$ cat src/design/spi_phase_gen.sv
////////////////////////////////////////
// CLK_RATIO must be a multiple of 4 and at least 8
////////////////////////////////////////
module spi_phase_gen #(
  parameter int CLK_RATIO = 32
) (
  input  logic i_ext_spi_clk_x,
  input  logic i_srst,
  output logic sck_lvl_o,
  output logic sck_rise_o,
  output logic sck_fall_o
);
  localparam int CW   = $clog2(CLK_RATIO);
  localparam int HALF = CLK_RATIO / 2;

  logic [CW-1:0] cnt_q;  // Position inside one SCK period

  // Free-running phase counter
  always_ff @(posedge i_ext_spi_clk_x) begin
    if (i_srst) begin
      cnt_q <= '0;
    end else if (cnt_q == CW'(CLK_RATIO - 1)) begin
      cnt_q <= '0;  // Period wrap
    end else begin
      cnt_q <= cnt_q + 1'b1;
    end
  end

  // Low first half, high second half
  assign sck_fall_o = (cnt_q == '0);        // Period start where states change
  assign sck_rise_o = (cnt_q == CW'(HALF)); // Mid period where data is sampled
  assign sck_lvl_o  = (cnt_q >= CW'(HALF));

  ////////////////////////////////////////
  // Checks
  ////////////////////////////////////////
  a_ratio_rule: assert property (@(posedge i_ext_spi_clk_x)
    (CLK_RATIO % 4 == 0) && (CLK_RATIO >= 8));

endmodule : spi_phase_gen

$ cat config.mk
export PLATFORM = sky130hd
export DESIGN_NAME = spi_phase_gen
export DESIGN_NICKNAME = d
export VERILOG_FILES = /design/src/design/spi_phase_gen.sv
export SDC_FILE = /design/constraint.sdc
export NUM_CORES = 1
export LEC_CHECK = 0
export BUFFER_PORTS_ARGS = -buffer_cell sky130_fd_sc_hd__buf_2
export CELL_PAD_IN_SITES_DETAIL_PLACEMENT = 0
export CELL_PAD_IN_SITES_GLOBAL_PLACEMENT = 1
export CORE_AREA = 2 2 39 41
export DETAILED_ROUTE_END_ITERATION = 12
export DIE_AREA = 0 0 41 43
export GPL_ROUTABILITY_DRIVEN = 0
export PLACE_DENSITY_LB_ADDON = 0.1
export SETUP_SLACK_MARGIN = 0.5
export SYNTH_ARGS = -nofsm -noshare
export SYNTH_HDL_FRONTEND = slang
export SYNTH_SLANG_ARGS = --single-unit
$ cat constraint.sdc
create_clock -name i_ext_spi_clk_x -period 1.9 [get_ports i_ext_spi_clk_x]
set_input_delay 0.095 -clock i_ext_spi_clk_x [delete_from_list [all_inputs] [get_ports i_ext_spi_clk_x]]
set_output_delay 0.095 -clock i_ext_spi_clk_x [all_outputs]
set_load 0.01 [all_outputs]
### Word-level counts from Yosys, hierarchy flattened

Cells that the tools add are included.

* register bits: 5
* logic and storage cells: 7
* bits of input ports: 2
* output and inout port bits: 3

* reduce and logical (&&, ||, !) cells: 2
* equal/unequal tests: 2
* order comparisons: 1
* add/sub/neg operators: 1

Operators with widths (count)
* $eq 5x5->1 const B: 2
* $add 5x1->5 const B: 1
* $ge 5x5->1 const B: 1
* $logic_not 5->1: 1
* $reduce_or 2->1: 1

### Logic depth before layout (Yosys ltp)

* word-level depth: 2
* depth in mapped cells: 5
* mapped depth without buffers: 5

### Worst setup path before layout

OpenSTA, ideal clock, no wires.

* kind: reg-to-reg
* from: register cnt_q[0]
* to: register cnt_q[3]
* buffers on the path: 0
* setup slack: 0.540 ns
* setup time: 0.123 ns
* clock period less this slack: 1.360 ns
* data arrival time: 1.236 ns
* data required time: 1.777 ns
* cell stages (with the launch flop): 6
* cell sequence: dfxtp_1 -> ha_1 -> and3_2 -> ha_1 -> nor3b_1 -> mux2_1

* longest elaborated chain between the ends: 2
* elaborated cells between the ends (all ways): 3
* classes of those cells: add/sub: 1; eq/ne: 1; reduce/logical: 1

Ends and longest elaborated chain
* from (decl): RTL line 16 `logic [CW-1:0] cnt_q;`
* from (signal assigned): RTL line 25 `cnt_q <= cnt_q + 1'b1;`
* branches (longest 2 deep; another with $add 5x1->5)

Several ways; the timed one is not identified.
A chain may end at the register's enable or synchronous reset.

### Final worst setup path

Same ends and word-level chain as after synthesis.

==> results.py <==
metrics = {
    "status": {
        "outcome": "finished clean",
    },
    "logic_synthesis": {
        "synth_cell_types": 12,
        "synth_area_um2": 240,
        "yosys-top-cells-area": "dfxtp_1 (42%), ha_1 (16%), nor3b_1 (9.4%)",
        "synth_top_area_cell": "dfxtp_1",
        "netlist_instances": 23,
        "avgSynthCellArea_um2": 10.4,
        "synth_top_area_frac": 0.417,
        "ys_ff_latch": 5,
        "yosys_warnings": 0,
        "ys_seq_area_frac": 0.417,
        "synth_nets": 28,
    },
    "die": {
        "dieHeight_um": 43,
        "num_rows": 14,
        "initial_utilization": 0.174,
        "die_area_um2": 1760,
        "fp.coreArea_um2": 1380,
        "num_io_pins": 5,
        "die_w_um": 41,
    },
    "power_and_ir_drop": {
        "clkPwrFrac": 0.472,
        "p_int_mw": 0.204,
        "p_leak_nw": 0.135,
        "pwr-share-comb": 0.088,
        "power_density_nw_per_um2": 817,
        "pwr-share-seq": 0.440,
        "power.switching_mw": 0.0624,
        "p_sw_frac": 0.234,
        "peakVddDrop_v": 0.000167,
    },
    "cts": {
        "cts_tree": "yes",
        "clock_latency_ns": 0.25,
        "cts-root-buf": "clkbuf_4",
        "post-cts-setup-buffers": 0,
        "h-tree-depth": 1,
        "cts_buffer_depth": 2,
        "cts_inserted_buffers": 3,
        "cts_sinks": 5,
        "clk_pin_slew_ns": 0.05,
        "cts_hold_buf": 0,
    },
    "timing": {
        "hold_viol_final": 0,
        "fin_crit_ns": 1.33,
        "rsz0062_at_grt": "true",
        "worstMarginPinSlew_ns": 0.199,
        "max-slew-margin-rel": 0.867,
        "skew_ns": 0.00554,
        "max_freq_mhz": 749,
        "finalMaxSlewViolations": 0,
        "fin_tns_setup_ns": 0,
        "setup-violations-final": 0,
        "fin_crit_sh": 0.702,
    },
    "route": {
        "wl_per_cell_um": 10.2,
        "postRouteAntennaNets": 0,
        "postRouteWirelength_um": 468,
        "dr.pass1.iters": 2,
        "via_per_inst": 4.00,
        "drc": 0,
        "drtIter0Drc": 1,
        "via_count": 184,
    },
    "final_layout": {
        "multi_input_area_um2": 150,
        "final_cell_area_um2": 327,
        "drive_above_1_share": 0.467,
        "fin_nets": 36,
        "largestRegisters": "cnt_q x5",
        "largest-register": "cnt_q",
        "syn2layout_area_growth_pct": 35.9,
        "layout_commonest_cell": "buf_2",
        "register_area_um2": 103,
        "most-common-layout-cells": "buf_2 (4), nor3_1 (3), nor3b_1 (3), clkbuf_4 (3), dfxtp_1 (3)",
        "diodes": 0,
        "n_fill_cell": 162,
        "largest_register_ff_count": 5,
    },
    "setup_path": {
        "crit_family": "adder cells",
        "arrival_ns": 1.47,
        "crit_fanout": 6,
        "regToRegStartpoint": "cnt_q[0]",
        "path_class": "reg2reg",
        "critPathCaptureType": "flop",
        "path_cells": "ha_2 > and3_2 > ha_4 > nor3b_1 > mux2_1",
        "path_buf_inv": 0,
        "crit_path_start": "cnt_q[0]",
        "worstPathRequired_ns": 2.03,
        "crit_path_start_kind": "flop",
        "cpPeakStageDelay_ns": 0.34,
        "critPathSlowestCell": "dfxtp_2",
    },
    "global_routing": {
        "grt_antenna_before_repair": 0,
        "grtUsageTotal": 0.0794,
        "grt_max_degree": 7,
        "grt_pass1_vias": 187,
        "grt_pass1_wl_um": 841,
        "grt-ovfl-total": 0,
    },
    "placement": {
        "hpwl_um": 340,
        "dpl_cell_area_um2": 277,
        "port_buffers": 4,
    },
    "job": {
        "drv_cap": 0,
    },
    "min_path": {
        "hold_class": "in2reg",
        "worstHoldStart": "i_srst",
    },
}
cell families after synthesis:
| family | synth area share |
|---|---|
| and+or+nand+nor | 0.297 |
| xor gates and xnor gates | 0.0365 |
| buffers and inverters | 0.0469 |
| DFF | 0.417 |
| muxes | 0.0469 |
| adders and majority gates | 0.156 |
power by group through the flow:
stage	combinational [mW]	sequential, mW	clock [mW]
4_1_cts	0.0231	0.116	0.132
6_report	0.0234	0.117	0.126
5_1_grt	0.0283	0.119	0.142
2_1_floorplan	0.0151	0.117	0
3_3_place_gp	0.0235	0.118	0
3_5_place_dp	0.0231	0.118	0
final cells by class:
cell class | instances | area share
tap | 16 | 0.0613
multi-input combinational | 15 | 0.460
clock buffer | 4 | 0.0805
sequential | 5 | 0.314
timing repair buffer | 4 | 0.0613
inverter | 2 | 0.0230
per-stage QoR:
| stage | setup WS [ns] | util | total power, mW | std cells | hold WS, ns |
|---|---|---|---|---|---|
| final | 0.566 | 0.236 | 0.267 | 46 | 0.0883 |
| after detailed placement | 0.398 | 0.200 | 0.141 | 42 | 0.353 |
| after CTS | 0.510 | 0.228 | 0.272 | 46 | 0.0906 |
| after floorplan | 0.540 | - | 0.132 | 23 | 0.166 |
| after global routing | 0.498 | 0.236 | 0.289 | 46 | 0.0926 |
| after global placement | 0.402 | 0.200 | 0.142 | 42 | 0.349 |
timing repair:
| action | 4_1_cts | 5_1_grt |
|---|---|---|
| resized for setup | 2 | 4 |
| cloned | 0 | 0 |
| setup endpoints to repair | 1 | 3 |
cells in the mapped netlist:
master    count
clkbuf_1      1
inv_1         2
nor3b_1       3
mux2_1        1
and4bb_2      1
nand3_1       1
nor3_1        3
and3_2        1
xnor2_1       1
nor4b_1       1
ha_1          3
dfxtp_1       5
metal layers:
metal | vias up | wire (um) | part of all wire | track usage
li1 | 95 | - | - | -
met1 | 86 | 215 | 0.46 | 0.0968
met2 | 3 | 234 | 0.50 | 0.0875
met3 | 0 | 18 | 0.038 | 0.0314
met4 | 0 | 0 | 0 | 0.100
met5 | - | 0 | 0 | 0
final timing paths:
path / to / slack [ns] / depth (start not counted)
max: cnt_q[3] / 0.57 / 5
min: cnt_q[0] / 0.09 / 2
max reg2reg: cnt_q[3] / 0.57 / 5
min reg2reg: cnt_q[0] / 0.44 / 1
Note: power is estimated with default switching activity, not from simulation.
