===== config.mk =====
export PLATFORM = sky130hd
export DESIGN_NAME = spi_byte_fifo
export DESIGN_NICKNAME = d
export VERILOG_FILES = /design/src/design/spi_solo_pkg.sv /design/src/design/spi_byte_fifo.sv
export SDC_FILE = /design/constraint.sdc
export NUM_CORES = 2
export LEC_CHECK = 0
export BUFFER_PORTS_ARGS = -buffer_cell sky130_fd_sc_hd__buf_4
export CAP_MARGIN = 40
export CORE_ASPECT_RATIO = 1.75
export CORE_UTILIZATION = 30
export CTS_CLUSTER_SIZE = 16
export DETAILED_ROUTE_END_ITERATION = 6
export RECOVER_POWER = 25
export SYNTH_ARGS = -nofsm -noshare
export SYNTH_HDL_FRONTEND = slang
export SYNTH_SLANG_ARGS = --single-unit

===== constraint.sdc =====
create_clock -name i_ext_spi_clk_x -period 8.05 [get_ports i_ext_spi_clk_x]
set_clock_uncertainty 0.05 [all_clocks]
set_input_delay 0.4025 -clock i_ext_spi_clk_x [delete_from_list [all_inputs] [get_ports i_ext_spi_clk_x]]
set_output_delay 0.4025 -clock i_ext_spi_clk_x [all_outputs]
set_load 0.01 [all_outputs]

===== src/design/spi_solo_pkg.sv =====
////////////////////////////////////////
// Shared widths and types of the SPI master
// Lengths are limited to 1023 bytes per phase
////////////////////////////////////////
package spi_solo_pkg;

  ////////////////////////////////////////
  // Widths and framing constants
  ////////////////////////////////////////
  typedef logic [7:0] byte_t;  // One data byte

  localparam int LEN_W   = 10;         // Byte-count field, 0 to 1023
  localparam int WAIT_W  = 5;          // Wait field, up to 31 SCK periods
  localparam int TIMER_W = LEN_W + 3;  // Bit timer holds 8 * max length
  localparam int SS_CYC  = 4;          // SCK periods per framing state

  ////////////////////////////////////////
  // Transaction state
  ////////////////////////////////////////
  typedef enum logic [2:0] {
    IDLE,     // Bus parked, csn high
    START_D,  // Deselect lead-in
    START_S,  // Chip-select setup
    TX,       // Shift out TX bytes
    WAIT,     // Dummy clocks between TX and RX
    RX,       // Shift in RX bytes
    STOP_S,   // Chip-select hold
    STOP_D    // Deselect tail
  } spi_state_e;

  // Command as latched on go
  typedef struct packed {
    logic [LEN_W-1:0]  tx_len;    // Bytes to send
    logic [LEN_W-1:0]  rx_len;    // Bytes to receive
    logic [WAIT_W-1:0] wait_cyc;  // Idle SCK periods after TX
  } spi_cmd_t;

  // Bus pins driven by the master
  typedef struct packed {
    logic sck;   // Mode 0, idles low
    logic csn;   // Active low select
    logic copi;  // Controller out
  } spi_pins_t;

endpackage : spi_solo_pkg


===== src/design/spi_byte_fifo.sv =====
////////////////////////////////////////
// FIFO_DEPTH must be a power of two
// Read data appears one clock after pop
////////////////////////////////////////
module spi_byte_fifo #(
  parameter int FIFO_DEPTH = 512
) (
  input  logic                i_ext_spi_clk_x,
  input  logic                i_srst,
  input  logic                push_i,
  input  spi_solo_pkg::byte_t data_i,
  input  logic                pop_i,
  output spi_solo_pkg::byte_t data_o,
  output logic                valid_o,
  output logic                full_o,
  output logic                empty_o
);
  import spi_solo_pkg::*;

  localparam int AW = $clog2(FIFO_DEPTH);

  byte_t         mem [FIFO_DEPTH];  // Storage array
  logic [AW-1:0] wr_ptr_q;          // Next write slot
  logic [AW-1:0] rd_ptr_q;          // Next read slot
  logic [AW:0]   count_q;           // Occupancy, one bit wider than pointers
  logic          push_ok;
  logic          pop_ok;

  assign full_o  = (count_q == (AW+1)'(FIFO_DEPTH));
  assign empty_o = (count_q == '0);
  assign push_ok = push_i & ~full_o;   // Push into a full FIFO is dropped
  assign pop_ok  = pop_i & ~empty_o;   // Pop of an empty FIFO is ignored

  // Pointers and occupancy
  always_ff @(posedge i_ext_spi_clk_x) begin
    if (i_srst) begin
      wr_ptr_q <= '0;
      rd_ptr_q <= '0;
      count_q  <= '0;
      valid_o  <= 1'b0;
    end else begin
      valid_o <= pop_ok;
      if (push_ok) wr_ptr_q <= wr_ptr_q + 1'b1;  // Wraps at depth
      if (pop_ok)  rd_ptr_q <= rd_ptr_q + 1'b1;
      if (push_ok && !pop_ok) begin
        count_q <= count_q + 1'b1;
      end else if (pop_ok && !push_ok) begin
        count_q <= count_q - 1'b1;
      end
    end
  end

  // Array write and registered read
  always_ff @(posedge i_ext_spi_clk_x) begin
    if (push_ok) mem[wr_ptr_q] <= data_i;
    if (pop_ok)  data_o        <= mem[rd_ptr_q];  // Holds until next pop
  end

  a_count_bound: assert property (@(posedge i_ext_spi_clk_x) disable iff (i_srst)
    count_q <= (AW+1)'(FIFO_DEPTH));

endmodule : spi_byte_fifo


* Word-level counts from Yosys, hierarchy flattened
Memories as Yosys holds them, arrays and structs flattened. A register that Yosys moved wholly into a read port is not among the register bits. Cells that the tools add are included.
Operators by class: reduce and logical (&&, ||, !) cells 6, bitwise logic cells 4, add/subtract/negate cells 4, eq/ne operators 1, multiplexer cells 4
Operator list (number):
- 2-to-1 mux 10 bit | 2
- adder 9 x 1 -> 9 bit, second input constant | 2
- adder 10 x 1 -> 10 bit, second input constant | 1
- == test 10 bit, second input constant | 1
- zero test 10 bit | 1
- subtractor 10 x 1 -> 10 bit, second input constant | 1
- bitwise AND 1 bit | 2
- logical AND 1 bit | 2
- zero test 1 bit | 2
- 2-to-1 mux 1 bit | 2
- NOT 1 bit | 2
- nonzero test 2 bit | 1
Word-level totals: flip-flop bits (word level) 29, bits of input ports 12, bits in writable memories 4096, word-level logic and storage cells 24, output and inout port bits 11, memories 1
Memory list:
- mem | depth 512, width 8, read ports 1, clocked after Yosys merged registers in 1, write ports 1, RTL line spi_byte_fifo.sv:22 | byte_t mem [FIFO_DEPTH];

* Depth between registers and ports, before layout
word-level depth 7, depth in mapped cells 14

* Worst setup path before layout
Ideal clock, no wire load.
kind register -> register, from register count_q[3], to register count_q[8], buffers on the path 0, setup time 0.115 ns, cell stages (with the launch flop) 15, data required time 7.885 ns, slack 4.738 ns, arrival time 3.147 ns, period minus slack after synthesis 3.312 ns, path through dfxtp_1 > nor4_1 > nand3_1 > o21ai_0 > clkinv_1 > ha_1 > inv_1 > ha_1 > nor2b_1 > o21ai_0 > a21oi_1 > o21a_1 > o211ai_1 > a21oi_1 > a2111oi_0
On the way: longest elaborated chain between the ends 6
RTL lines:
- start, declared | RTL line spi_byte_fifo.sv:25 | logic [AW:0] count_q;
- start signal, assigned | RTL line spi_byte_fifo.sv:46 | count_q <= count_q + 1'b1;
- start signal, assigned | RTL line spi_byte_fifo.sv:48 | count_q <= count_q - 1'b1;
- == test 10 bit (*) | RTL line spi_byte_fifo.sv:29 | assign full_o = (count_q == (AW+1)'(FIFO_DEPTH));
- NOT 1 bit (*) | RTL line spi_byte_fifo.sv:31 | assign push_ok = push_i & ~full_o;
- bitwise AND 1 bit (*) | RTL line spi_byte_fifo.sv:31
- named net push_ok | RTL line spi_byte_fifo.sv:26 | logic push_ok;
- zero test 1 bit | RTL line spi_byte_fifo.sv:47 | end else if (pop_ok && !push_ok) begin
- logical AND 1 bit | RTL line spi_byte_fifo.sv:47
- nonzero test 2 bit (no source line)
Mark *: on every way through the listed nets, which the timed path passes. The rest lies on a longest branch. The select of a mux whose other input is x is not followed. A chain may end at the register's enable or synchronous reset.

* Final worst setup path
from input data_i[6], to memory mem[381][6] (netlist bit) (data pin)
RTL lines:
- start, declared | RTL line spi_byte_fifo.sv:11 | input spi_solo_pkg::byte_t data_i,
- end, declared | RTL line spi_byte_fifo.sv:22
Straight into the memory's write port.

==> metrics.md <==
| Metric | Value |
|---|---|
| Total number of vias | 81,600 |
| F_max | 0.165 GHz |
| Sw frac | about a quarter |
| Crit path max-delay family | buffers and inverters |
| Worst-margin pin slew | 5.16 ns |
| Worst-path fanout max | 91 |
| Fillers | 49,300 |
| Crit path max-delay cell type | clkbuf_1 |
| GRT Residual Overflow | 0 |
| DP Wirelength | 320,000 um |
| EDFF count, synth | 4,104 |
| Largest family of logic cells by synthesized area | multiplexers |
| Yosys warnings | 0 |
| Unrepaired setup endpoints after global routing | no |
| Failing checks | capacitance limit, slew limit |
| #FFs+latches synth | 4,133 |
| Post-Route WL | between 400,000 and 500,000 um |
| Sequential share of power | roughly half |
| CTS Root Cell | clkbuf_16 |
| Leakage power | 54.1 nW |
| Flop2flop setup slack | between 2 and 3 ns |
| Initial detailed-routing violation count | 9,882 |
| Initial antenna violation count | 35 |
| Die area | 538,000 um2 |
| Placement row count | about 360 |
| Max stage delay on crit path | 3.21 ns |
| Register area | 124,000 um2 |
| Reg2reg start | rd_ptr_q[0]$_SDFFE_PP0P_ |
| Vias in the first global route | 84,400 |
| First-pass GRT wire length | 686,000 um |
| RD Place Congestion | roughly 0.91 |
| Status | finished, violations left |
| Setup Viol. Count Final | 0 |
| Clock Sink Count | between 4,000 and 5,000 |
| Placed cell count | 14,700 |
| PostCTS Resize Cnt | 0 |
| Post-Synth Adder-Cell Area | less than 1% |
| Synth Area in Simple Gates | 2.48% |
| Routed wire per std cell | 32.4 um |
| Hold worst-path end | wr_ptr_q[0]$_SDFFE_PP0P_ |
| Starting Density | 30.1% |
| Max cap viols | 12 |
| Buffer and inverter count on the worst path | 5 |
| R2r worst-path depth | 9 |
| Post-route DRC | 0 |
| Post-synthesis sequential area ratio | 77.1% |
| Via/cell ratio | 5.30 |
| Fin Setup TNS | 0 ns |
| Logic gate share of total power | 16.3% |
| Hold Vio Cnt, Final | 0 |
| Hold Path Depth | 5 |
| Die height | 970 um |
| Critical Path End Type | flip-flop |
| Clk pwr share | 35.2% |
| Post-synth net total | between 7,000 and 8,000 |
| Total stage count of the critical path | 5 |
| Data arrival, critical path | ~6.7 ns |
| Area grow syn2layout | 13.5% |
| H-tree levels | 5 |
| Core area | between 500,000 and 600,000 um2 |
| Tcrit/Tclk final | ~75% |
| TritonCTS clock tree | done |
| Routed Antenna Nets | 0 |
| Worst R2R End | data_o[0]$_DFFE_PP_ |
| Distinct cell type count after synthesis | 85 |
| Startpoint Class | input port |
| Ports | 23 |
| Xor/xnor share of the synthesized area | 0.104% |
| Internal power | 0.0365 W |
| Multi-input logic area | 34,200 um2 |
| Post-synth ARST share | 0% |
| Largest net degree at the start of global routing | 180 |
| Clk slew on worst S/H paths | 0.07 ns |
| Relative slew margins | -244% |
| Top FF cell, synth | edfxtp_1 |
| Drt pass-1 iters | 5 |
| Post-Syn Instances | 7,681 |
| Worst hold start | push_i |
| Clock latency on the worst-skew pair | 0.96 ns |
| Gr usage total | 18.2% |
| Cell Chain, Critical Path | dlygate4sd3_1 -> clkbuf_1 -> clkbuf_1 -> buf_4 -> buf_16 |
| Fin nets | 7,963 |
| Crit path top cell by count | clkbuf_1 |
| CTS max path bufs | 4 |
| Minimum clock period | 6.05 ns |
| Synthesized area | ~160,000 um2 |
| Avg Cell Area, Syn | 20.9 um2 |
| Share of layout cells above drive strength 1 | 22.8% |
| Port Buffers | 22 |
| Clock buffer count from CTS | 344 |
| PwrDens | 270 nW/um2 |
| Post-synthesis mux area share | 14.9% |
| Layout Cells excl Fill | 15,400 |
| Post-synthesis compound-gate area fraction | 3.53% |
| Max IR drop VDD | 0.172 mV |
| Max Slew Vio Count | 830 |
| P_sw | 0.0127 W |
| Die width | 555 um |
| CP required | 8.71 ns |
| Critical path type | input port to flip-flop |
| Hold crit path type | input port to flip-flop |
-- timing repair --
action                    CTS  global route
hold endpoints to repair  353             0
setup buffers               0             0
hold buffers               10             0
-- registers in the layout (all words and copies together), names as in the netlist --
signal,cells
rd_ptr_q,9
data_o,8
count_q,10
valid_o,1
mem,4096
wr_ptr_q,9
-- worst min-delay path: cells and delay by family --
family,cells,cell delay (ns)
compound gates,1,0.26
buf+inv,2,0.37
xor+xnor,1,0.09
simple gates,1,0.07
-- worst max path at each step --
stage | from | endpoint | slack (ns)
2_1_floorplan | count_q[3]$_SDFFE_PP0P_ | count_q[8]$_SDFFE_PP0P_ | 4.74
3_3_place_gp | rd_ptr_q[1]$_SDFFE_PP0P_ | data_o[2]$_DFFE_PP_ | 2.44
3_5_place_dp | rd_ptr_q[0]$_SDFFE_PP0P_ | data_o[7]$_DFFE_PP_ | 3.08
4_1_cts | rd_ptr_q[0]$_SDFFE_PP0P_ | data_o[7]$_DFFE_PP_ | 3.04
5_1_grt | data_i[6] | mem[364][6]$_DFFE_PP_ | 1.69
6_report | data_i[6] | mem[381][6]$_DFFE_PP_ | 2.00
-- cells in the final DEF, fill, tap and decap left out, types with 14 or more instances in the layout --
cell type | synthesis | layout
mux2i_1 | 326 | 324
a211oi_1 | 42 | 41
dfxtp_1 | 29 | 23
ha_1 | 14 | 14
mux2_2 | 43 | 43
nand2_4 | 0 | 15
buf_4 | 52 | 285
nor3_1 | 28 | 26
a22o_1 | 28 | 28
a21oi_1 | 142 | 142
a22oi_1 | 121 | 121
diode_2 | 0 | 35
o22ai_1 | 76 | 76
clkbuf_16 | 0 | 351
nand3_1 | 38 | 37
o211ai_1 | 29 | 29
inv_1 | 20 | 17
nand2_1 | 161 | 144
a31oi_1 | 15 | 15
nor4_1 | 16 | 15
nor2b_1 | 25 | 19
edfxtp_1 | 4104 | 4104
a221oi_1 | 80 | 78
clkinv_2 | 0 | 57
buf_6 | 53 | 16
clkbuf_1 | 209 | 74
clkinv_1 | 2 | 80
buf_2 | 143 | 14
buf_12 | 0 | 30
nor2_1 | 595 | 590
bufinv_16 | 0 | 44
mux4_2 | 895 | 895
o21ai_0 | 103 | 97
o221ai_1 | 58 | 58
-- synth_stat cells (8+ instances only) --
library cell  number  area [um2]
a221oi_1          80         701
buf_1             21        78.8
nand2_1          161         604
buf_4             52         390
edfxtp_1        4104      123000
xnor2_1           12         105
nand2b_1           9        56.3
clkbuf_1         209         785
nor3_1            28         140
a32oi_1            8        70.1
mux2i_1          326        3260
a22oi_1          121         908
ha_1              14         175
mux4_2           895       20200
mux2_2            43         484
dfxtp_1           29         581
buf_6             53         597
o22ai_1           76         475
nor4_1            16         100
o21ai_0          103         515
buf_2            143         716
a211oi_1          42         315
a22o_1            28         245
nor2_1           595        2230
nor2b_1           25         156
inv_1             20        75.1
a21oi_1          142         711
a31oi_1           15        93.8
a2111oi_0         13         114
nand3_1           38         190
o211ai_1          29         218
and3_1             8        50.1
a221o_1            9        90.1
o221ai_1          58         508
buf_8              9         135
-- routing by layer --
layer  wire, um  GRT usage, %  vias up  part of all wire [%]
met3      33400          2.63     1295                   6.7
li1           -             -    32500                     -
met1     157000          18.6    43800                    31
met5        159             0        -                 0.032
met4      50400          15.7       22                    10
met2     257000          32.5     3993                    52
-- per-stage QoR --
stage          worst slack (ns)  cell area, um2  hold slack, ns  total power [W]  util, %
2_1_floorplan              4.74          161000           0.408           0.0294        -
3_3_place_gp               2.44          169000           0.433           0.0322     31.7
3_5_place_dp               3.08          171000           0.439           0.0323     32.0
4_1_cts                    3.04          182000           0.252           0.0493     34.1
5_1_grt                    1.69          182000           0.368           0.0503     34.1
6_report                   2.00          182000           0.255           0.0491     34.1
-- power groups by stage --
stage                     logic [W]  registers [W]  clock network, W
final                       0.00799         0.0238            0.0173
after CTS                   0.00802         0.0238            0.0175
after floorplan             0.00524         0.0242                 0
after global routing        0.00826         0.0238            0.0182
after detailed placement    0.00800         0.0243                 0
after global placement      0.00787         0.0243                 0
-- cells by family (layout without fill, tap and decap cells) --
logic type,Yosys count,after routing
flip-flops,4133,4133
multiplexers,1264,1264
AND/OR/NAND/NOR,938,938
AO/OA/AOI/OAI,803,803
buffers and inverters,509,1044
XOR/XNOR,19,19
adder cells (fa/ha/maj),15,15
other,0,35
-- layout make-up --
type	instances	share of cell area, %
diodes	35	0.0481
clock buffers	407	4.94
clock inverters	219	1.31
inverters	22	0.0522
multi-input cells	3039	18.8
flip-flops and latches	4133	68.0
well taps	7140	4.90
repair buffers	396	1.97
Note: power is estimated with default switching activity, not from simulation.
