$ cat config.mk
export PLATFORM = sky130hd
export DESIGN_NAME = spi_cmd_latch
export DESIGN_NICKNAME = d
export VERILOG_FILES = /design/src/design/spi_solo_pkg.sv /design/src/design/spi_cmd_latch.sv
export SDC_FILE = /design/constraint.sdc
export NUM_CORES = 1
export LEC_CHECK = 0
export ABC_AREA = 1
export BUFFER_PORTS_ARGS = -buffer_cell sky130_fd_sc_hd__buf_2
export CORE_ASPECT_RATIO = 1.4
export CORE_MARGIN = 10
export CORE_UTILIZATION = 40
export DETAILED_ROUTE_END_ITERATION = 6
export GPL_TIMING_DRIVEN = 0
export HOLD_SLACK_MARGIN = 0.15
export PLACE_DENSITY_LB_ADDON = 0.12
export SYNTH_ARGS = -nofsm -noshare
export SYNTH_HDL_FRONTEND = slang
export SYNTH_SLANG_ARGS = --single-unit
export TNS_END_PERCENT = 5
$ cat constraint.sdc
create_clock -name i_ext_spi_clk_x -period 1 [get_ports i_ext_spi_clk_x]
set_clock_uncertainty 0.15 [all_clocks]
set_input_delay 0.15 -clock i_ext_spi_clk_x [delete_from_list [all_inputs] [get_ports i_ext_spi_clk_x]]
set_output_delay 0.15 -clock i_ext_spi_clk_x [all_outputs]
set_load 0.01 [all_outputs]
$ cat src/design/spi_solo_pkg.sv
////////////////////////////////////////
// Shared widths and types of the SPI master
// Lengths are limited to 1023 bytes per phase
////////////////////////////////////////
package spi_solo_pkg;

  ////////////////////////////////////////
  // Widths and framing constants
  ////////////////////////////////////////
  typedef logic [7:0] byte_t;  // One data byte

  localparam int LEN_W   = 10;         // Byte-count field, 0 to 1023
  localparam int WAIT_W  = 5;          // Wait field, up to 31 SCK periods
  localparam int TIMER_W = LEN_W + 3;  // Bit timer holds 8 * max length
  localparam int SS_CYC  = 4;          // SCK periods per framing state

  ////////////////////////////////////////
  // Transaction state
  ////////////////////////////////////////
  typedef enum logic [2:0] {
    IDLE,     // Bus parked, csn high
    START_D,  // Deselect lead-in
    START_S,  // Chip-select setup
    TX,       // Shift out TX bytes
    WAIT,     // Dummy clocks between TX and RX
    RX,       // Shift in RX bytes
    STOP_S,   // Chip-select hold
    STOP_D    // Deselect tail
  } spi_state_e;

  // Command as latched on go
  typedef struct packed {
    logic [LEN_W-1:0]  tx_len;    // Bytes to send
    logic [LEN_W-1:0]  rx_len;    // Bytes to receive
    logic [WAIT_W-1:0] wait_cyc;  // Idle SCK periods after TX
  } spi_cmd_t;

  // Bus pins driven by the master
  typedef struct packed {
    logic sck;   // Mode 0, idles low
    logic csn;   // Active low select
    logic copi;  // Controller out
  } spi_pins_t;

endpackage : spi_solo_pkg

$ cat src/design/spi_cmd_latch.sv
////////////////////////////////////////
// Go is taken only while the master is idle
// Held command is stable for the whole transaction
////////////////////////////////////////
module spi_cmd_latch (
  input  logic                   i_ext_spi_clk_x,
  input  logic                   i_srst,
  input  logic                   go_i,
  input  spi_solo_pkg::spi_cmd_t cmd_i,
  input  logic                   idle_i,
  output spi_solo_pkg::spi_cmd_t cmd_o,
  output logic                   start_o
);
  import spi_solo_pkg::*;

  spi_cmd_t cmd_q;   // Command of the running transaction
  logic     accept;  // Go seen while idle

  assign accept = go_i & idle_i;
  assign cmd_o  = cmd_q;

  always_ff @(posedge i_ext_spi_clk_x) begin
    if (i_srst) begin
      cmd_q   <= '0;
      start_o <= 1'b0;
    end else begin
      start_o <= accept;  // One clock after the accepted go
      if (accept) begin
        cmd_q <= cmd_i;
      end
    end
  end

  ////////////////////////////////////////
  // Checks
  ////////////////////////////////////////
  // A transaction moves at least one byte
  a_len_nonzero: assert property (@(posedge i_ext_spi_clk_x) disable iff (i_srst)
    accept |-> (cmd_i.tx_len != '0) || (cmd_i.rx_len != '0));

endmodule : spi_cmd_latch

# After elaboration in Yosys (flattened, before gate mapping)
# Index checks and enable logic that the tools add are counted.
# op_classes
bitwise	1
# op_table
op	n
1-bit AND	1
# totals
ff_bits	26
inputBits	29
output_inout_bits	26
elab_cells	5

# Longest topological paths before layout
# Gate-level depths: netlist (run 1).
# logic_depth
depth_word	1
mapped_depth	5
depth_no_buf	4

# Worst setup path after synthesis (run 1)
# No wires, ideal clock.
# synth_timing
path_kind	input -> register
from	in go_i
to	reg cmd_q (netlist bit cmd_o[10])
arrival_time_ns	0.522
t_required_ns	0.737
path_slack_ns	0.215
stages	4
n_path_buf	1
path_cell_list	nand2_2 > buf_4 > nor2_1 > nor2_1
# synth_via
elab_chain_len	1
# synth_rtl
element	line_no	source
start, declared	spi_cmd_latch.sv:8	input logic go_i,
1-bit AND	spi_cmd_latch.sv:19	assign accept = go_i & idle_i;
end signal, assigned	spi_cmd_latch.sv:29	cmd_q <= cmd_i;
end, declared	spi_cmd_latch.sv:16	spi_cmd_t cmd_q;
# No other way between the ends.
# A chain may end at the register's enable or synchronous reset.

# Final worst setup path (run 1)
# layout_timing
from	reg cmd_q (netlist bit cmd_o[7])
to	out cmd_o[7] in the netlist's numbering
# layout_rtl
element	line_no	source
end, declared	spi_cmd_latch.sv:11	output spi_solo_pkg::spi_cmd_t cmd_o,
# No word-level cell between the ends.

==> qor.txt, run 1 <==
Worst Path Buf+Inv = 1
Synth unique cells = 8
Residual DRC = 0
Worst-Skew Late Latency = 310 ps
Minimum clock period after layout = 1090 ps
RSZ-0062 raised after global routing = true
Hold depth = 2
#FFs+latches synth = 26
Routed len/inst = 12.0 um
Met3 Usage GRT = 4.36%
Slew headroom = 89.6%
Final Routed Wirelength = 3.37 mm
Worst hold margin = -170 ps
Final worst slack = -85.3 ps
First-pass GRT wire length = 5.75 mm
Antenna Cells = 0
Top cell type's share of synthesized area = 47.8%
Dominant cell type by area after synthesis = dfxtp_1
Final HPWL DP = 2.21 mm
CP arrival = 790 ps
Htree depth = 1
Fin crit share = 109%
DRT Pass-1 Iters = 4
Final hold violations = 1
Maximum fanout along the worst path = 2
Overall power = 2.24 mW
Final setup violation count = 26
Cell with the most instances after synthesis = nor2_1
Clock Sinks = 26
Initial DRC Count = 54
GR Layer Usage met1 = 13.8%
Vias = 1159
Clk network pwr share = 23.7%
Worst stage delay on the critical path = 360 ps
Post-route antenna net violation count = 0
Core Box Area = 2620 sq um
# port buffers = 54
GR Util met2 = 25.3%
Layout Utilization = 72.4%
Max Cap Viol = 0
Total die area = 5240 sq um
Setup TNS = -2020 ps
Number of buffers created by CTS = 3
Starting Density = 41.6%
Placed instance area = 1400 sq um
Cell-by-cell trace of the critical path = buf_6
Worst vdd ir = 868 uV
Leakage power = 1.03 nW
Nets = 276
P_int = 1.66 mW
Status = finished, violations left
Psw = 0.580 mW
Area delta synth->final = 73.9%
Initial antenna violation count = 0
Die width = 64.1 um
Die height = 81.7 um
TritonCTS clock tree = built
Asr flop ratio synth = 0%
Hold_buf cts = 25
Seq/Total Area, Yosys = 47.8%
Row cnt = 22
Synth area leaders = dfxtp_1 (48%), nor2_1 (18%), nand2_1 (17%), inv_1 (8.6%), buf_6 (5.2%)
Power density over the cells = 1180 nW/um^2
Routability cong. = 0.743
Syn_nets = 190
Largest net degree at the start of global routing = 15
Via density = 4.11
Failing checks = negative hold slack, negative setup slack
Flop pwr share = 52.1%
Layer with the highest usage = met2
Longest Clk Path Bufs = 2
I/O pin count = 55
Grt total ovfl = 0
CP Class = register to output pin
Post-synth EDFFs = 0
Sw Ratio = 25.9%
CP Launch Type = register
Filler instances = 208
Maximum achievable frequency = 0.921 GHz
Hold crit path type = primary input to register
Crit path capture type = output pin
Top cells by count, synth = nor2_1 (51), nand2_1 (50), dfxtp_1 (26)
Top FF cell, synth = dfxtp_1
CP top delay family = flip-flops
Max Slew Vio Count = 0
Slowest CP cell = dfxtp_2
Mapped cell area = 1090 sq um
Layout cell share with drive strength beyond 1 = 38.2%
Root Buffer = clkbuf_4
Clock slew at reported path FFs = 140 ps
Power share of the combinational group = 24.2%
Post-route cell area = 1890 sq um
Number of global-route vias before repair = 1260
Syn Area/Cell = 6.76 sq um
Synth warnings = 0
Req. time, crit path = 700 ps
Mapped Cells = 161
Total GRT Usage = 13.6%
Actual slew at the worst max-slew pin = 155 ps
Stages on worst setup path = 1
Depth of the most critical reg-to-reg path = 5
[placed cells by master, fill, tap and decap left out]
| cell type | netlist | final |
|---|---|---|
| dfxtp_1 | 26 | 1 |
| nand2_1 | 50 | 50 |
| bufinv_8 | 1 | 1 |
| dlygate4sd3_1 | 0 | 25 |
| buf_6 | 5 | 30 |
| clkbuf_4 | 0 | 3 |
| buf_2 | 0 | 29 |
| dfxtp_2 | 0 | 25 |
| nand2_2 | 1 | 1 |
| buf_4 | 2 | 4 |
| clkbuf_8 | 0 | 1 |
| nor2_1 | 51 | 51 |
| inv_1 | 25 | 25 |
[metal layers]
metal	part of all wire [%]	vias to the layer above	wire [um]
met5	0	-	0
met4	1.5	0	50
met3	7.0	4	236
met2	53	34	1780
met1	39	500	1310
li1	-	621	-
[what timing repair did]
| item | CTS | global route |
|---|---|---|
| endpoints found under the setup margin | 26 | 26 |
| endpoints found under the hold margin | 26 | 6 |
| setup buffers | 2 | 0 |
| resized for setup | 50 | 0 |
[kinds of logic after synthesis]
| family | count (synthesis) | share of synthesized area [%] |
|---|---|---|
| flops | 26 | 47.8 |
| simple gates | 102 | 35.4 |
| buf+inv | 33 | 16.8 |
[registers in the layout, summed over array words and instances (netlist names)]
register / cells
start_o: 1
cmd_o: 25
[through the flow]
| stage | hold WS (ps) | setup WS [ps] | std cells |
|---|---|---|---|
| after floorplan | 72.4 | 215 | 161 |
| after global placement | 172 | 52.7 | 251 |
| after detailed placement | 176 | 29.5 | 251 |
| after CTS | -184 | -104 | 282 |
| after global routing | -169 | -137 | 282 |
| final | -170 | -85.3 | 282 |
[power by group through the flow]
| stage | clock network (mW) | registers, mW | logic (mW) |
|---|---|---|---|
| 3_3_place_gp | 0 | 1.15 | 0.372 |
| 3_5_place_dp | 0 | 1.16 | 0.383 |
| 2_1_floorplan | 0 | 1.19 | 0.184 |
| 5_1_grt | 0.588 | 1.18 | 0.609 |
| 6_report | 0.530 | 1.17 | 0.543 |
| 4_1_cts | 0.557 | 1.16 | 0.542 |
[layout make-up]
| cell class | instances | area, sq um | share of cell area [%] |
|---|---|---|---|
| buffer | 7 | 71.3 | 3.77 |
| clock buffer | 4 | 36.3 | 1.92 |
| inverter | 26 | 111 | 5.88 |
| multi-input combinational | 102 | 385 | 20.4 |
| sequential | 26 | 552 | 29.1 |
| tap | 36 | 45.0 | 2.38 |
| timing repair buffer | 81 | 692 | 36.5 |
[worst paths after layout]
| path | to | slack [ps] | start |
|---|---|---|---|
| max reg2reg | cmd_o[17] | 110 | cmd_o[17] |
| max | cmd_o[7] | -90 | cmd_o[7] |
| min reg2reg | cmd_o[14] | 380 | cmd_o[14] |
| min | start_o | -170 | i_srst |
No activity file was read; power rests on OpenSTA's default activity.
==> inputs of run 2 (changes only) <==
--- a/config.mk
+++ b/config.mk
@@ -7,12 +7,10 @@
 export LEC_CHECK = 0
 export ABC_AREA = 1
 export BUFFER_PORTS_ARGS = -buffer_cell sky130_fd_sc_hd__buf_2
-export CORE_ASPECT_RATIO = 1.4
 export CORE_MARGIN = 10
 export CORE_UTILIZATION = 40
 export DETAILED_ROUTE_END_ITERATION = 6
 export GPL_TIMING_DRIVEN = 0
-export HOLD_SLACK_MARGIN = 0.15
 export PLACE_DENSITY_LB_ADDON = 0.12
 export SYNTH_ARGS = -nofsm -noshare
 export SYNTH_HDL_FRONTEND = slang
==> run 2 against run 1 <==
The run ends with negative setup slack left. Worst setup slack about the same. Non-clock buffer count unchanged. Sequential power about the same. Global-route usage down 1.7 points. Cell count down 2.1%. Via count unchanged. Flip-flop and latch count unchanged. Utilization up 2.1 points. Hold slack better by 230 ps. Critical path depth unchanged. Die area down 0.57%. Wire length down 4.6%.
==> qor.txt, run 2 (synthesis gave the netlist of run 1 again) <==
Initial DRC Count = 61 (+13%)
Htree depth = 1 (unchanged)
Hold depth = 4 (+2)
TritonCTS clock tree = built
CP arrival = 780 ps (about the same)
Total GRT Usage = 11.9% (-1.7 points)
Minimum clock period after layout = 1080 ps (-0.449 ps)
Most common cell after layout, fill and taps aside = nor2_1
Dpl ws = 15.2 ps (-14.3 ps)
# port buffers = 54 (unchanged)
Reg2Reg Setup Slack = 100 ps (about the same)
Depth of the most critical reg-to-reg path = 5 (unchanged)
Longest Clk Path Bufs = 2 (unchanged)
Commonest cells after routing, fill and taps aside = nor2_1 (51), nand2_1 (50), buf_6 (31), buf_2 (28)
Final worst slack = -84.9 ps (+0.449 ps)
Maximum fanout along the worst path = 2 (unchanged)
Worst Path Buf+Inv = 1 (unchanged)
Leakage power = 1.03 nW (about the same)
Number of buffers created by CTS = 3 (unchanged)
Die height = 72.2 um (-12%)
Hold Path End = cmd_o[14]
Die width = 72.2 um (+13%)
Final setup violation count = 26 (unchanged)
Worst-Skew Late Latency = 310 ps (about the same)
Hold_sp = i_srst
Final Routed Wirelength = 3.22 mm (-4.6%)
Clock slew at reported path FFs = 140 ps (about the same)
Residual DRC = 0 (unchanged)
Cell-by-cell trace of the critical path = buf_6
Grt total ovfl = 0 (unchanged)
Max FFs per register = 25 (unchanged)
Worst stage delay on the critical path = 350 ps (about the same)
Overall power = 2.23 mW (-0.30%)
Core Box Area = 2540 sq um (-2.7%)
Routability cong. = 0.656 (-12%)
Total die area = 5210 sq um (-0.57%)
Layout cell share with drive strength beyond 1 = 38.2% (unchanged)
CP top delay family = flip-flops
Actual slew at the worst max-slew pin = 150 ps (-5.64 ps)
I/O pin count = 55 (unchanged)
Max Cap Viol = 0 (unchanged)
Post-route cell area = 1900 sq um (+0.13%)
Initial antenna violation count = 0 (unchanged)
Fin crit share = 108% (about the same)
Starting Density = 42.8% (+1.1 points)
Req. time, crit path = 700 ps (about the same)
Failing checks = negative setup slack
Worst vdd ir = 825 uV (-4.9%)
Area delta synth->final = 74.1%
Number of global-route vias before repair = 1141 (-9.4%)
Maximum achievable frequency = 0.922 GHz (about the same)
Routed len/inst = 11.7 um (-2.5%)
CP Class = register to output pin
Final hold violations = 0 (-1)
Hold crit path type = primary input to register
Final HPWL DP = 2.15 mm (-2.8%)
Power density over the cells = 1180 nW/um^2 (-0.43%)
Vias = 1159 (unchanged)
Nets = 276 (unchanged)
Status = finished, violations left
Largest net degree at the start of global routing = 15 (unchanged)
Worst r2r src = cmd_o[23]
Antenna Cells = 0 (unchanged)
CP Launch Type = register
Placed instance area = 1400 sq um (-0.53%)
Slew headroom = 90.0% (+0.38 points)
DRT Pass-1 Iters = 4 (unchanged)
Setup TNS = -1980 ps (+45.9 ps)
Max Slew Vio Count = 0 (unchanged)
Clock Sinks = 26 (unchanged)
RR Endpoint = cmd_o[23]
First-pass GRT wire length = 5.13 mm (-11%)
Crit path capture type = output pin
RSZ-0062 raised after global routing = true
Row cnt = 18 (-18%)
Slowest CP cell = dfxtp_2
Post-route antenna net violation count = 0 (unchanged)
Root Buffer = clkbuf_4
Via density = 4.20 (+2.2%)
==> run 2: cell count changes in the layout (fill, tap and decap cells not counted) <==
cell           before  now
buf_4               4    3
buf_2              29   28
dfxtp_1             1    0
buf_6              30   31
dlygate4sd3_1      25   26
dfxtp_2            25   26
==> run 2: worst max-delay path by stage <==
stage,cells past startpoint,to,from,slack [ps]
floorplan,4,cmd_o[10],go_i,220
global placement,6,cmd_o[16],go_i,50
detailed placement,5,cmd_o[2],go_i,20
CTS,1,cmd_o[7],cmd_o[7],-100
global route,1,cmd_o[2],cmd_o[2],-130
finish,1,cmd_o[16],cmd_o[16],-80
==> run 2: metal layers <==
metal | GRT usage [%] | wire length (um) | vias to the layer above
li1 | - | - | 624
met1 | 12.8 | 1280 | 495
met2 | 21.4 | 1680 | 38
met3 | 4.08 | 239 | 2
met4 | 3.23 | 19 | 0
met5 | 0 | 0 | -
==> run 2: where the power goes <==
group / switching, mW / internal (mW) / total (mW)
clock network: 0.303 / 0.222 / 0.525
registers: 0.0482 / 1.12 / 1.17
logic: 0.221 / 0.318 / 0.540
==> run 2: area by class of cell <==
type,instances,area [sq um]
repair buffers,81,701
fillers,200,649
flip-flops and latches,26,553
multi-input cells,102,385
inverters,26,111
plain buffers,7,71.3
well taps,30,37.5
clock buffers,4,36.3
==> run 2: timing repair <==
| action | 4_1_cts | 5_1_grt |
|---|---|---|
| resized for setup | 52 | 0 |
| endpoints found under the setup margin | 26 | 26 |
| setup buffers | 1 | 0 |
| hold buffers | 26 | 0 |
| endpoints found under the hold margin | 26 | 0 |
| cloned | 0 | 0 |
==> run 2: metrics by stage <==
stage	hold slack (ps)	std cells	util [%]
finish	63.8	276	74.5
floorplan	72.4	161	-
global route	63.1	276	74.5
detailed placement	185	245	54.9
global placement	173	245	54.9
CTS	53.7	276	74.5
