## src/design/spi_solo_pkg.sv

```systemverilog
////////////////////////////////////////
// Shared widths and types of the SPI master
// Lengths are limited to 1023 bytes per phase
////////////////////////////////////////
package spi_solo_pkg;

  ////////////////////////////////////////
  // Widths and framing constants
  ////////////////////////////////////////
  typedef logic [7:0] byte_t;  // One data byte

  localparam int LEN_W   = 10;         // Byte-count field, 0 to 1023
  localparam int WAIT_W  = 5;          // Wait field, up to 31 SCK periods
  localparam int TIMER_W = LEN_W + 3;  // Bit timer holds 8 * max length
  localparam int SS_CYC  = 4;          // SCK periods per framing state

  ////////////////////////////////////////
  // Transaction state
  ////////////////////////////////////////
  typedef enum logic [2:0] {
    IDLE,     // Bus parked, csn high
    START_D,  // Deselect lead-in
    START_S,  // Chip-select setup
    TX,       // Shift out TX bytes
    WAIT,     // Dummy clocks between TX and RX
    RX,       // Shift in RX bytes
    STOP_S,   // Chip-select hold
    STOP_D    // Deselect tail
  } spi_state_e;

  // Command as latched on go
  typedef struct packed {
    logic [LEN_W-1:0]  tx_len;    // Bytes to send
    logic [LEN_W-1:0]  rx_len;    // Bytes to receive
    logic [WAIT_W-1:0] wait_cyc;  // Idle SCK periods after TX
  } spi_cmd_t;

  // Bus pins driven by the master
  typedef struct packed {
    logic sck;   // Mode 0, idles low
    logic csn;   // Active low select
    logic copi;  // Controller out
  } spi_pins_t;

endpackage : spi_solo_pkg

```

## src/design/spi_bus_fsm.sv

```systemverilog
////////////////////////////////////////
// State changes only on sck_fall, so every state is whole SCK periods
// Bus pins are registered one clock behind the state
////////////////////////////////////////
module spi_bus_fsm (
  input  logic                    i_ext_spi_clk_x,
  input  logic                    i_srst,
  input  logic                    start_i,
  input  spi_solo_pkg::spi_cmd_t  cmd_i,
  input  logic                    sck_lvl_i,
  input  logic                    sck_rise_i,
  input  logic                    sck_fall_i,
  input  spi_solo_pkg::byte_t     tx_data_i,
  input  logic                    tx_empty_i,
  output logic                    tx_pop_o,
  output logic                    rx_sample_o,
  output logic                    rx_last_o,
  output spi_solo_pkg::spi_pins_t spi_o,
  output logic                    idle_o
);
  import spi_solo_pkg::*;

  localparam logic [TIMER_W-1:0] SS_LAST = TIMER_W'(SS_CYC - 1);  // Last framing period

  spi_state_e         state_q;
  spi_state_e         state_d;
  spi_state_e         post_tx_st;   // Where TX hands over
  logic [TIMER_W-1:0] timer_q;      // Bit timer counting SCK periods in a state
  logic [TIMER_W-1:0] tx_last_bit;
  logic [TIMER_W-1:0] rx_last_bit;
  logic [TIMER_W-1:0] wait_last;
  logic               pend_q;       // Start waiting for the next sck_fall
  logic               go_now;
  logic               byte_edge;    // Slot boundary where a TX byte is due
  logic               tx_have_q;    // Current TX slot got a byte
  logic               sck_run;
  spi_pins_t          pins_d;
  spi_pins_t          spi_q;

  ////////////////////////////////////////
  // Phase limits from the latched command
  ////////////////////////////////////////
  assign tx_last_bit = TIMER_W'({cmd_i.tx_len, 3'b000}) - 1'b1;
  assign rx_last_bit = TIMER_W'({cmd_i.rx_len, 3'b000}) - 1'b1;
  assign wait_last   = TIMER_W'(cmd_i.wait_cyc) - 1'b1;

  assign go_now = start_i | pend_q;
  assign idle_o = (state_q == IDLE) & ~go_now;  // Low as soon as start arrives

  always_comb begin
    if (cmd_i.wait_cyc != '0) begin
      post_tx_st = WAIT;
    end else if (cmd_i.rx_len != '0) begin
      post_tx_st = RX;
    end else begin
      post_tx_st = STOP_S;
    end
  end

  // Next state taken on sck_fall only
  always_comb begin
    state_d = state_q;
    case (state_q)
      IDLE:    if (go_now) state_d = START_D;
      START_D: if (timer_q == SS_LAST) state_d = START_S;
      START_S: begin
        if (timer_q == SS_LAST) begin
          state_d = (cmd_i.tx_len != '0) ? TX : post_tx_st;  // Empty TX skipped
        end
      end
      TX:      if (timer_q == tx_last_bit) state_d = post_tx_st;
      WAIT: begin
        if (timer_q == wait_last) begin
          state_d = (cmd_i.rx_len != '0) ? RX : STOP_S;
        end
      end
      RX:      if (timer_q == rx_last_bit) state_d = STOP_S;
      STOP_S:  if (timer_q == SS_LAST) state_d = STOP_D;
      STOP_D:  if (timer_q == SS_LAST) state_d = IDLE;
      default: state_d = IDLE;
    endcase
  end

  always_ff @(posedge i_ext_spi_clk_x) begin
    if (i_srst) begin
      state_q <= IDLE;
      timer_q <= '0;
      pend_q  <= 1'b0;
    end else begin
      pend_q <= go_now & ~sck_fall_i;  // Cleared when IDLE is left
      if (sck_fall_i) begin
        state_q <= state_d;
        if ((state_d != state_q) || (state_q == IDLE)) begin
          timer_q <= '0;               // Fresh count per state
        end else begin
          timer_q <= timer_q + 1'b1;
        end
      end
    end
  end

  ////////////////////////////////////////
  // TX byte fetch
  ////////////////////////////////////////
  // FIFO data lands on the same edge as the state or slot change
  assign byte_edge = sck_fall_i & (((state_q == START_S) && (state_d == TX)) ||
                     ((state_q == TX) && (timer_q[2:0] == 3'd7) &&
                      (timer_q != tx_last_bit)));
  assign tx_pop_o  = byte_edge & ~tx_empty_i;

  always_ff @(posedge i_ext_spi_clk_x) begin
    if (i_srst) begin
      tx_have_q <= 1'b0;
    end else if (byte_edge) begin
      tx_have_q <= ~tx_empty_i;  // Underflow slot sends zeros
    end
  end

  // RX strobes for the capture block
  assign rx_sample_o = sck_rise_i & (state_q == RX);
  assign rx_last_o   = (state_q == RX) & (timer_q[2:0] == 3'd7);

  ////////////////////////////////////////
  // Pins
  ////////////////////////////////////////
  assign sck_run = (state_q == TX) || (state_q == WAIT) || (state_q == RX);

  always_comb begin
    pins_d.sck  = sck_lvl_i & sck_run;  // One pulse per period while running
    pins_d.csn  = (state_q == IDLE) || (state_q == START_D) || (state_q == STOP_D);
    pins_d.copi = (state_q == TX) & tx_have_q & tx_data_i[3'd7 - timer_q[2:0]];  // MSB first
  end

  always_ff @(posedge i_ext_spi_clk_x) begin
    if (i_srst) begin
      spi_q <= '{sck: 1'b0, csn: 1'b1, copi: 1'b0};
    end else begin
      spi_q <= pins_d;
    end
  end

  assign spi_o = spi_q;

  ////////////////////////////////////////
  // Checks
  ////////////////////////////////////////
  a_idle_deselect: assert property (@(posedge i_ext_spi_clk_x) disable iff (i_srst)
    (state_q == IDLE) |-> spi_o.csn);

  a_pop_nonempty: assert property (@(posedge i_ext_spi_clk_x) disable iff (i_srst)
    tx_pop_o |-> !tx_empty_i);

endmodule : spi_bus_fsm

```

## config.mk

```make
export PLATFORM = sky130hd
export DESIGN_NAME = spi_bus_fsm
export DESIGN_NICKNAME = d
export VERILOG_FILES = /design/src/design/spi_solo_pkg.sv /design/src/design/spi_bus_fsm.sv
export SDC_FILE = /design/constraint.sdc
export NUM_CORES = 1
export LEC_CHECK = 0
export BUFFER_PORTS_ARGS = -buffer_cell sky130_fd_sc_hd__buf_2
export CAP_MARGIN = 20
export CORE_MARGIN = 5
export CORE_UTILIZATION = 40
export CTS_CLUSTER_SIZE = 28
export DETAILED_ROUTE_END_ITERATION = 12
export PLACE_DENSITY = 0.63
export SLEW_MARGIN = 20
export SYNTH_ARGS = -nofsm -noshare
export SYNTH_HDL_FRONTEND = slang
export SYNTH_SLANG_ARGS = --single-unit
```

## constraint.sdc

```tcl
create_clock -name i_ext_spi_clk_x -period 2.5 [get_ports i_ext_spi_clk_x]
set_input_delay 0.25 -clock i_ext_spi_clk_x [delete_from_list [all_inputs] [get_ports i_ext_spi_clk_x]]
set_output_delay 0.25 -clock i_ext_spi_clk_x [all_outputs]
set_load 0.05 [all_outputs]
```

Word level (Yosys, flattened, before mapping) --
Index checks and enable logic that the tools add are counted.
Word-level totals: register bits 21, latch bits 0, bits in writable memories 0, bits in read-only memories 0, output and inout bits 7, memories kept 0
Cells by class: add/subtract/negate cells 5, multiply operators 0, div/mod/pow operators 0, order comparisons 1, equal/unequal tests 15, shift-type cells 0, mux-type cells 15, bitwise logic cells 13, reductions and logical operators 13
Operators by type and width (count):
- 13-bit equality test | 3
- 3-bit two-way mux | 9
- 13-bit by 1-bit subtractor with 13-bit output, second input constant | 2
- 3-bit case mux with 8 select lines | 1
- 10-bit nonzero test | 2
- 3-bit equality test, second input constant | 5
- 13-bit by 1-bit adder with 13-bit output, second input constant | 1
- 13-bit by 2-bit equality test with 1-bit output, second input constant | 1
- 13-bit two-way mux | 1
- 13-bit inequality test | 1
- 1-bit bitwise AND | 9
- 3-bit by 2-bit equality test with 1-bit output, second input constant | 3
- 1-bit logical OR | 6
- 5-bit by 1-bit subtractor with 6-bit output, second input constant | 1
- 5-bit nonzero test | 1
- 3-bit by 4-bit less-than comparator with 1-bit output, second input constant | 1
- 2-bit two-way mux | 2
- 1-bit binary-select mux with 3-bit select | 1
- 3-bit by 1-bit equality test with 1-bit output, second input constant | 1
- 1-bit logical AND | 3
- 3-bit zero test | 1
- 3-bit inequality test | 1
- 1-bit NOT | 3
- 3-bit subtractor, first input constant | 1
- 2 further kinds | 2

Longest topological paths before layout --
word-level depth 11, gate-level depth with buffers 11

Worst setup path after synthesis --
No wires, ideal clock.
path kind register to output, from reg timer_q[1], to out tx_pop_o, arrival 2494 ps, required time 2250 ps, path slack -244 ps, cell stages (with the launch flop) 10, path buffers 1, cell sequence dfxtp_1 ha_1 nor4b_1 and3_1 clkbuf_1 o21ai_0 a22o_1 o2bb2ai_1 a2bb2oi_1 nor2_1
Between the ends: cells in the longest elaborated chain, start to end 8, elaborated cells on any way between the ends 21, classes of those cells eq/ne: 7; mux: 8; bitwise: 2; reduce/logical: 4
Ends and longest elaborated chain:
- start, declared | line spi_bus_fsm.sv:28 | logic [TIMER_W-1:0] timer_q;
- start signal, assigned | line spi_bus_fsm.sv:96 | timer_q <= timer_q + 1'b1;
- 13-bit by 2-bit equality test with 1-bit output (tied with other cells)
- 3-bit two-way mux (tied with other cells) | line spi_bus_fsm.sv:79 | STOP_D: if (timer_q == SS_LAST) state_d = IDLE;
- 3-bit case mux with 8 select lines | line spi_bus_fsm.sv:63 | case (state_q)
- 3-bit by 2-bit equality test with 1-bit output | line spi_bus_fsm.sv:106 | assign byte_edge = sck_fall_i & (((state_q == START_S) && (state_d == TX)) ||
- 1-bit logical AND | line spi_bus_fsm.sv:106
- 1-bit logical OR (*) | line spi_bus_fsm.sv:106
- 1-bit bitwise AND (*) | line spi_bus_fsm.sv:106
- 1-bit bitwise AND (*) | line spi_bus_fsm.sv:109 | assign tx_pop_o = byte_edge & ~tx_empty_i;
- end, declared | line spi_bus_fsm.sv:15 | output logic tx_pop_o,
Every way passes the cells marked *; elsewhere a longest branch is shown, timed or not.

Worst setup path after layout --
from in cmd_i[15] (netlist name), to out tx_pop_o
Between the ends: cells in the longest elaborated chain, start to end 9, elaborated cells on any way between the ends 14, classes of those cells add/sub: 1; eq/ne: 3; mux: 4; bitwise: 2; reduce/logical: 4
Ends and longest elaborated chain:
- start, declared | line spi_bus_fsm.sv:9 | input spi_solo_pkg::spi_cmd_t cmd_i,
- 13-bit by 1-bit subtractor with 13-bit output / 10-bit nonzero test (equally long branches) | line spi_bus_fsm.sv:43, spi_bus_fsm.sv:68
- 13-bit equality test / 3-bit two-way mux (equally long branches) | line spi_bus_fsm.sv:71, spi_bus_fsm.sv:68
- 3-bit two-way mux, on equally long branches | line spi_bus_fsm.sv:71, spi_bus_fsm.sv:67
- 3-bit case mux with 8 select lines | line spi_bus_fsm.sv:63
- 3-bit by 2-bit equality test with 1-bit output | line spi_bus_fsm.sv:106
- 1-bit logical AND | line spi_bus_fsm.sv:106
- 1-bit logical OR (*) | line spi_bus_fsm.sv:106
- 1-bit bitwise AND (*) | line spi_bus_fsm.sv:106
- 1-bit bitwise AND (*) | line spi_bus_fsm.sv:109
Marked as above.

==> metrics.yaml <==
multiInputGateArea_um2: 2090
holdWs_ps: 216
cts_tree: "done"
syn_area_um2: 2520
grt_pass1_vias: 2697
initial_core_util_pct: 40.4
wl_per_cell_um: 15.7
vias: 2847
syn-num-nets: 380
grt_max_degree: 23
io_pins: 47
drv_cap: 0
worstSetupPathType: "in2out"
synth_edf_count: 0
ir_drop_mv: 0.157
fmax_mhz: 402
track_usage_pct: 19.3
critPathMaxStageDelay_ps: 490
cts_hold_buffers: 0
drive_gt1_share_pct: 42.6
critical_path.max_fanout: 4
final_util_pct: 56.7
rsz0062_at_grt: "true"
antenna_found_initial: 0
drtIter0Drc: 255
syn_inst: 335
slew_headroom_pct: 71.9
grt_overflow: 0
dr.pass1.iters: 4
fill_cells: 594
grt_pass1_wl_mm: 12.3
drt.antenna.violating_nets: 0
leakage_nw: 1.37
vias_per_cell: 5.65
num_antenna_cells: 0
setup_viol: 0
clockBufferDepth: 2
fin_worst_skew_ps: 5.16
hold_viol: 0
yosysWarningCount: 0
ff_latch_area_um2: 435
cts_sinks: 21
clock_latency_ps: 260
ys_types: 66
cts_made_buffers: 3
area_growth_pct: 40.4
crit_slowest_cell: "or4b_4"
cts_root_buffer: "clkbuf_8"
core_um2: 6240
cpMostUsedCell: "buf_6"
period_share_pct: 99.5
status: "complete, no violations"
cp-end-kind: "primary output"
hp-class: "in2reg"
cp.arrival_ps: 2240
timing.final.crit_period_ps: 2490
drc_errors: 0
synthArstFlopShare_pct: 0
row_count: 29
crit_required_ps: 2250
synth-main-ff-cell: "dfxtp_1"
hpwl_mm: 5.85
finalNetCount: 473
routabilityCongestion: 0.931
die_w_um: 89.4
die-area_um2: 7990
yosysSeqAreaShare_pct: 16.7
die_y_um: 89.4
wl_mm: 7.89
slew_viol_final: 0
port_buffers: 46
power.density_nw_per_um2: 258
tightest_slew_ps: 421
synth-seq-cells: 21
path_clk_slew_ps: 80
h-tree-depth: 1
syn_avg_cell_area_um2: 7.52
critPathLaunchType: "input port"
cp_cell_sequence: "buf_6 -> inv_2 -> ha_4 -> or4b_4 -> a311o_1 -> o211ai_1 -> nand4_1 -> nor2_4 -> a2bb2oi_4 -> nor2_2 -> buf_6"
## per-stage QoR
step                setup WS [ps]  total power [W]  cell area (um2)  setup TNS (ps)  instances
floorplan                   -25.4         0.000534             2540            -236        335
global placement             -285         0.000647             3190           -3380        495
detailed placement           -309         0.000651             3190           -4350        495
CTS                         -17.8         0.000885             3360           -17.8        501
global route                -60.9         0.000964             3540            -251        504
finish                       11.5         0.000914             3540               0        504
## layout make-up
class,instances,area share [%]
inverters,13,1.45
multi-input cells,273,59.2
well taps,77,2.72
repair buffers,116,23.1
flip-flops and latches,21,12.3
clock buffers,4,1.27
## synthesized netlist by cell type (3+ instances only)
library cell | instances | area share, %
nor3b_1 | 3 | 0.89
a21oi_1 | 7 | 1.4
inv_1 | 13 | 1.9
nand3_1 | 6 | 1.2
nand2b_1 | 9 | 2.2
ha_1 | 5 | 2.5
o21ai_0 | 10 | 2.0
a311oi_1 | 3 | 1.0
buf_6 | 3 | 1.3
nor4b_1 | 6 | 2.1
buf_2 | 7 | 1.4
xnor2_1 | 24 | 8.3
o211ai_1 | 3 | 0.89
o22ai_1 | 3 | 0.74
and3_1 | 7 | 1.7
xor2_1 | 12 | 4.2
or4_1 | 4 | 1.2
mux2i_1 | 3 | 1.2
dfxtp_1 | 21 | 17
nand2_1 | 35 | 5.2
nor3_1 | 21 | 4.2
nand4_1 | 8 | 2.0
nor4_1 | 9 | 2.2
nor2_1 | 31 | 4.6
or2_2 | 3 | 0.74
buf_4 | 7 | 2.1
o22ai_2 | 10 | 5.0
clkbuf_1 | 9 | 1.3
o311ai_0 | 3 | 1.0
and2_1 | 3 | 0.74
## placed cells by master, fill, tap and decap left out, types with 6 or more instances in the layout
master	count
dfxtp_2	9
buf_4	66
buf_2	42
nand2_1	30
nand4_1	8
xor2_1	12
and3_1	6
nand2b_1	9
a21oi_1	7
nand3_1	6
dfxtp_1	11
nor2_1	28
o21ai_0	7
nor3_1	21
inv_1	11
o22ai_2	10
xnor2_1	24
## state kept, by name (all words and copies together), names as in the netlist
name	flops
timer_q	13
spi_o	3
state_q	3
pend_q	1
tx_have_q	1
## logic make-up (layout without fill, tap and decap cells)
kind of cell | after synthesis | count (layout) | share of synthesized area [%]
fa+ha+maj | 5 | 5 | 2.48
flops | 21 | 21 | 16.7
mux | 5 | 5 | 2.98
buf+inv | 41 | 133 | 9.04
simple gates | 160 | 160 | 34.1
xor+xnor | 36 | 36 | 12.5
compound gates | 67 | 67 | 22.2
## power breakdown
part / total [W] / leakage [nW] / switching, W / internal, W
registers: 0.000343 / 0.175 / 0.00000383 / 0.000339
logic: 0.000341 / 1.17 / 0.000180 / 0.000161
clock network: 0.000230 / 0.0228 / 0.000117 / 0.000114
## worst max-delay path: cells and delay by family
| family | cells | cell delay [ps] |
|---|---|---|
| adder cells (fa/ha/maj) | 1 | 120 |
| AO/OA/AOI/OAI | 3 | 620 |
| AND/OR/NAND/NOR | 4 | 950 |
| buffers and inverters | 3 | 290 |
## worst paths after layout
path / endpoint / cells past startpoint / startpoint / slack (ps)
setup / recovery: tx_pop_o / 11 / cmd_i[15] / 10
hold / removal: spi_o[2]$_SDFF_PP0_ / 3 / sck_lvl_i / 220
setup reg to reg: timer_q[2]$_SDFFE_PP0P_ / 12 / timer_q[0]$_SDFFE_PP0P_ / 30
hold reg to reg: spi_o[2]$_SDFF_PP0_ / 2 / state_q[2]$_SDFFE_PP0P_ / 480
## metal layers
metal | vias up | track usage, % | wire [um]
met2 | 69 | 33.0 | 3920
met1 | 1359 | 25.9 | 3500
li1 | 1413 | - | -
met4 | 0 | 4.33 | 87
met5 | - | 0 | 0
met3 | 6 | 2.03 | 385
## timing repair
action                     CTS  global route
gates resized for setup     27            39
pin swaps                    8            10
setup endpoints to repair   13            14
setup buffers                3             2
gates cloned                 0             1
Power figures use the tool's default switching activity.
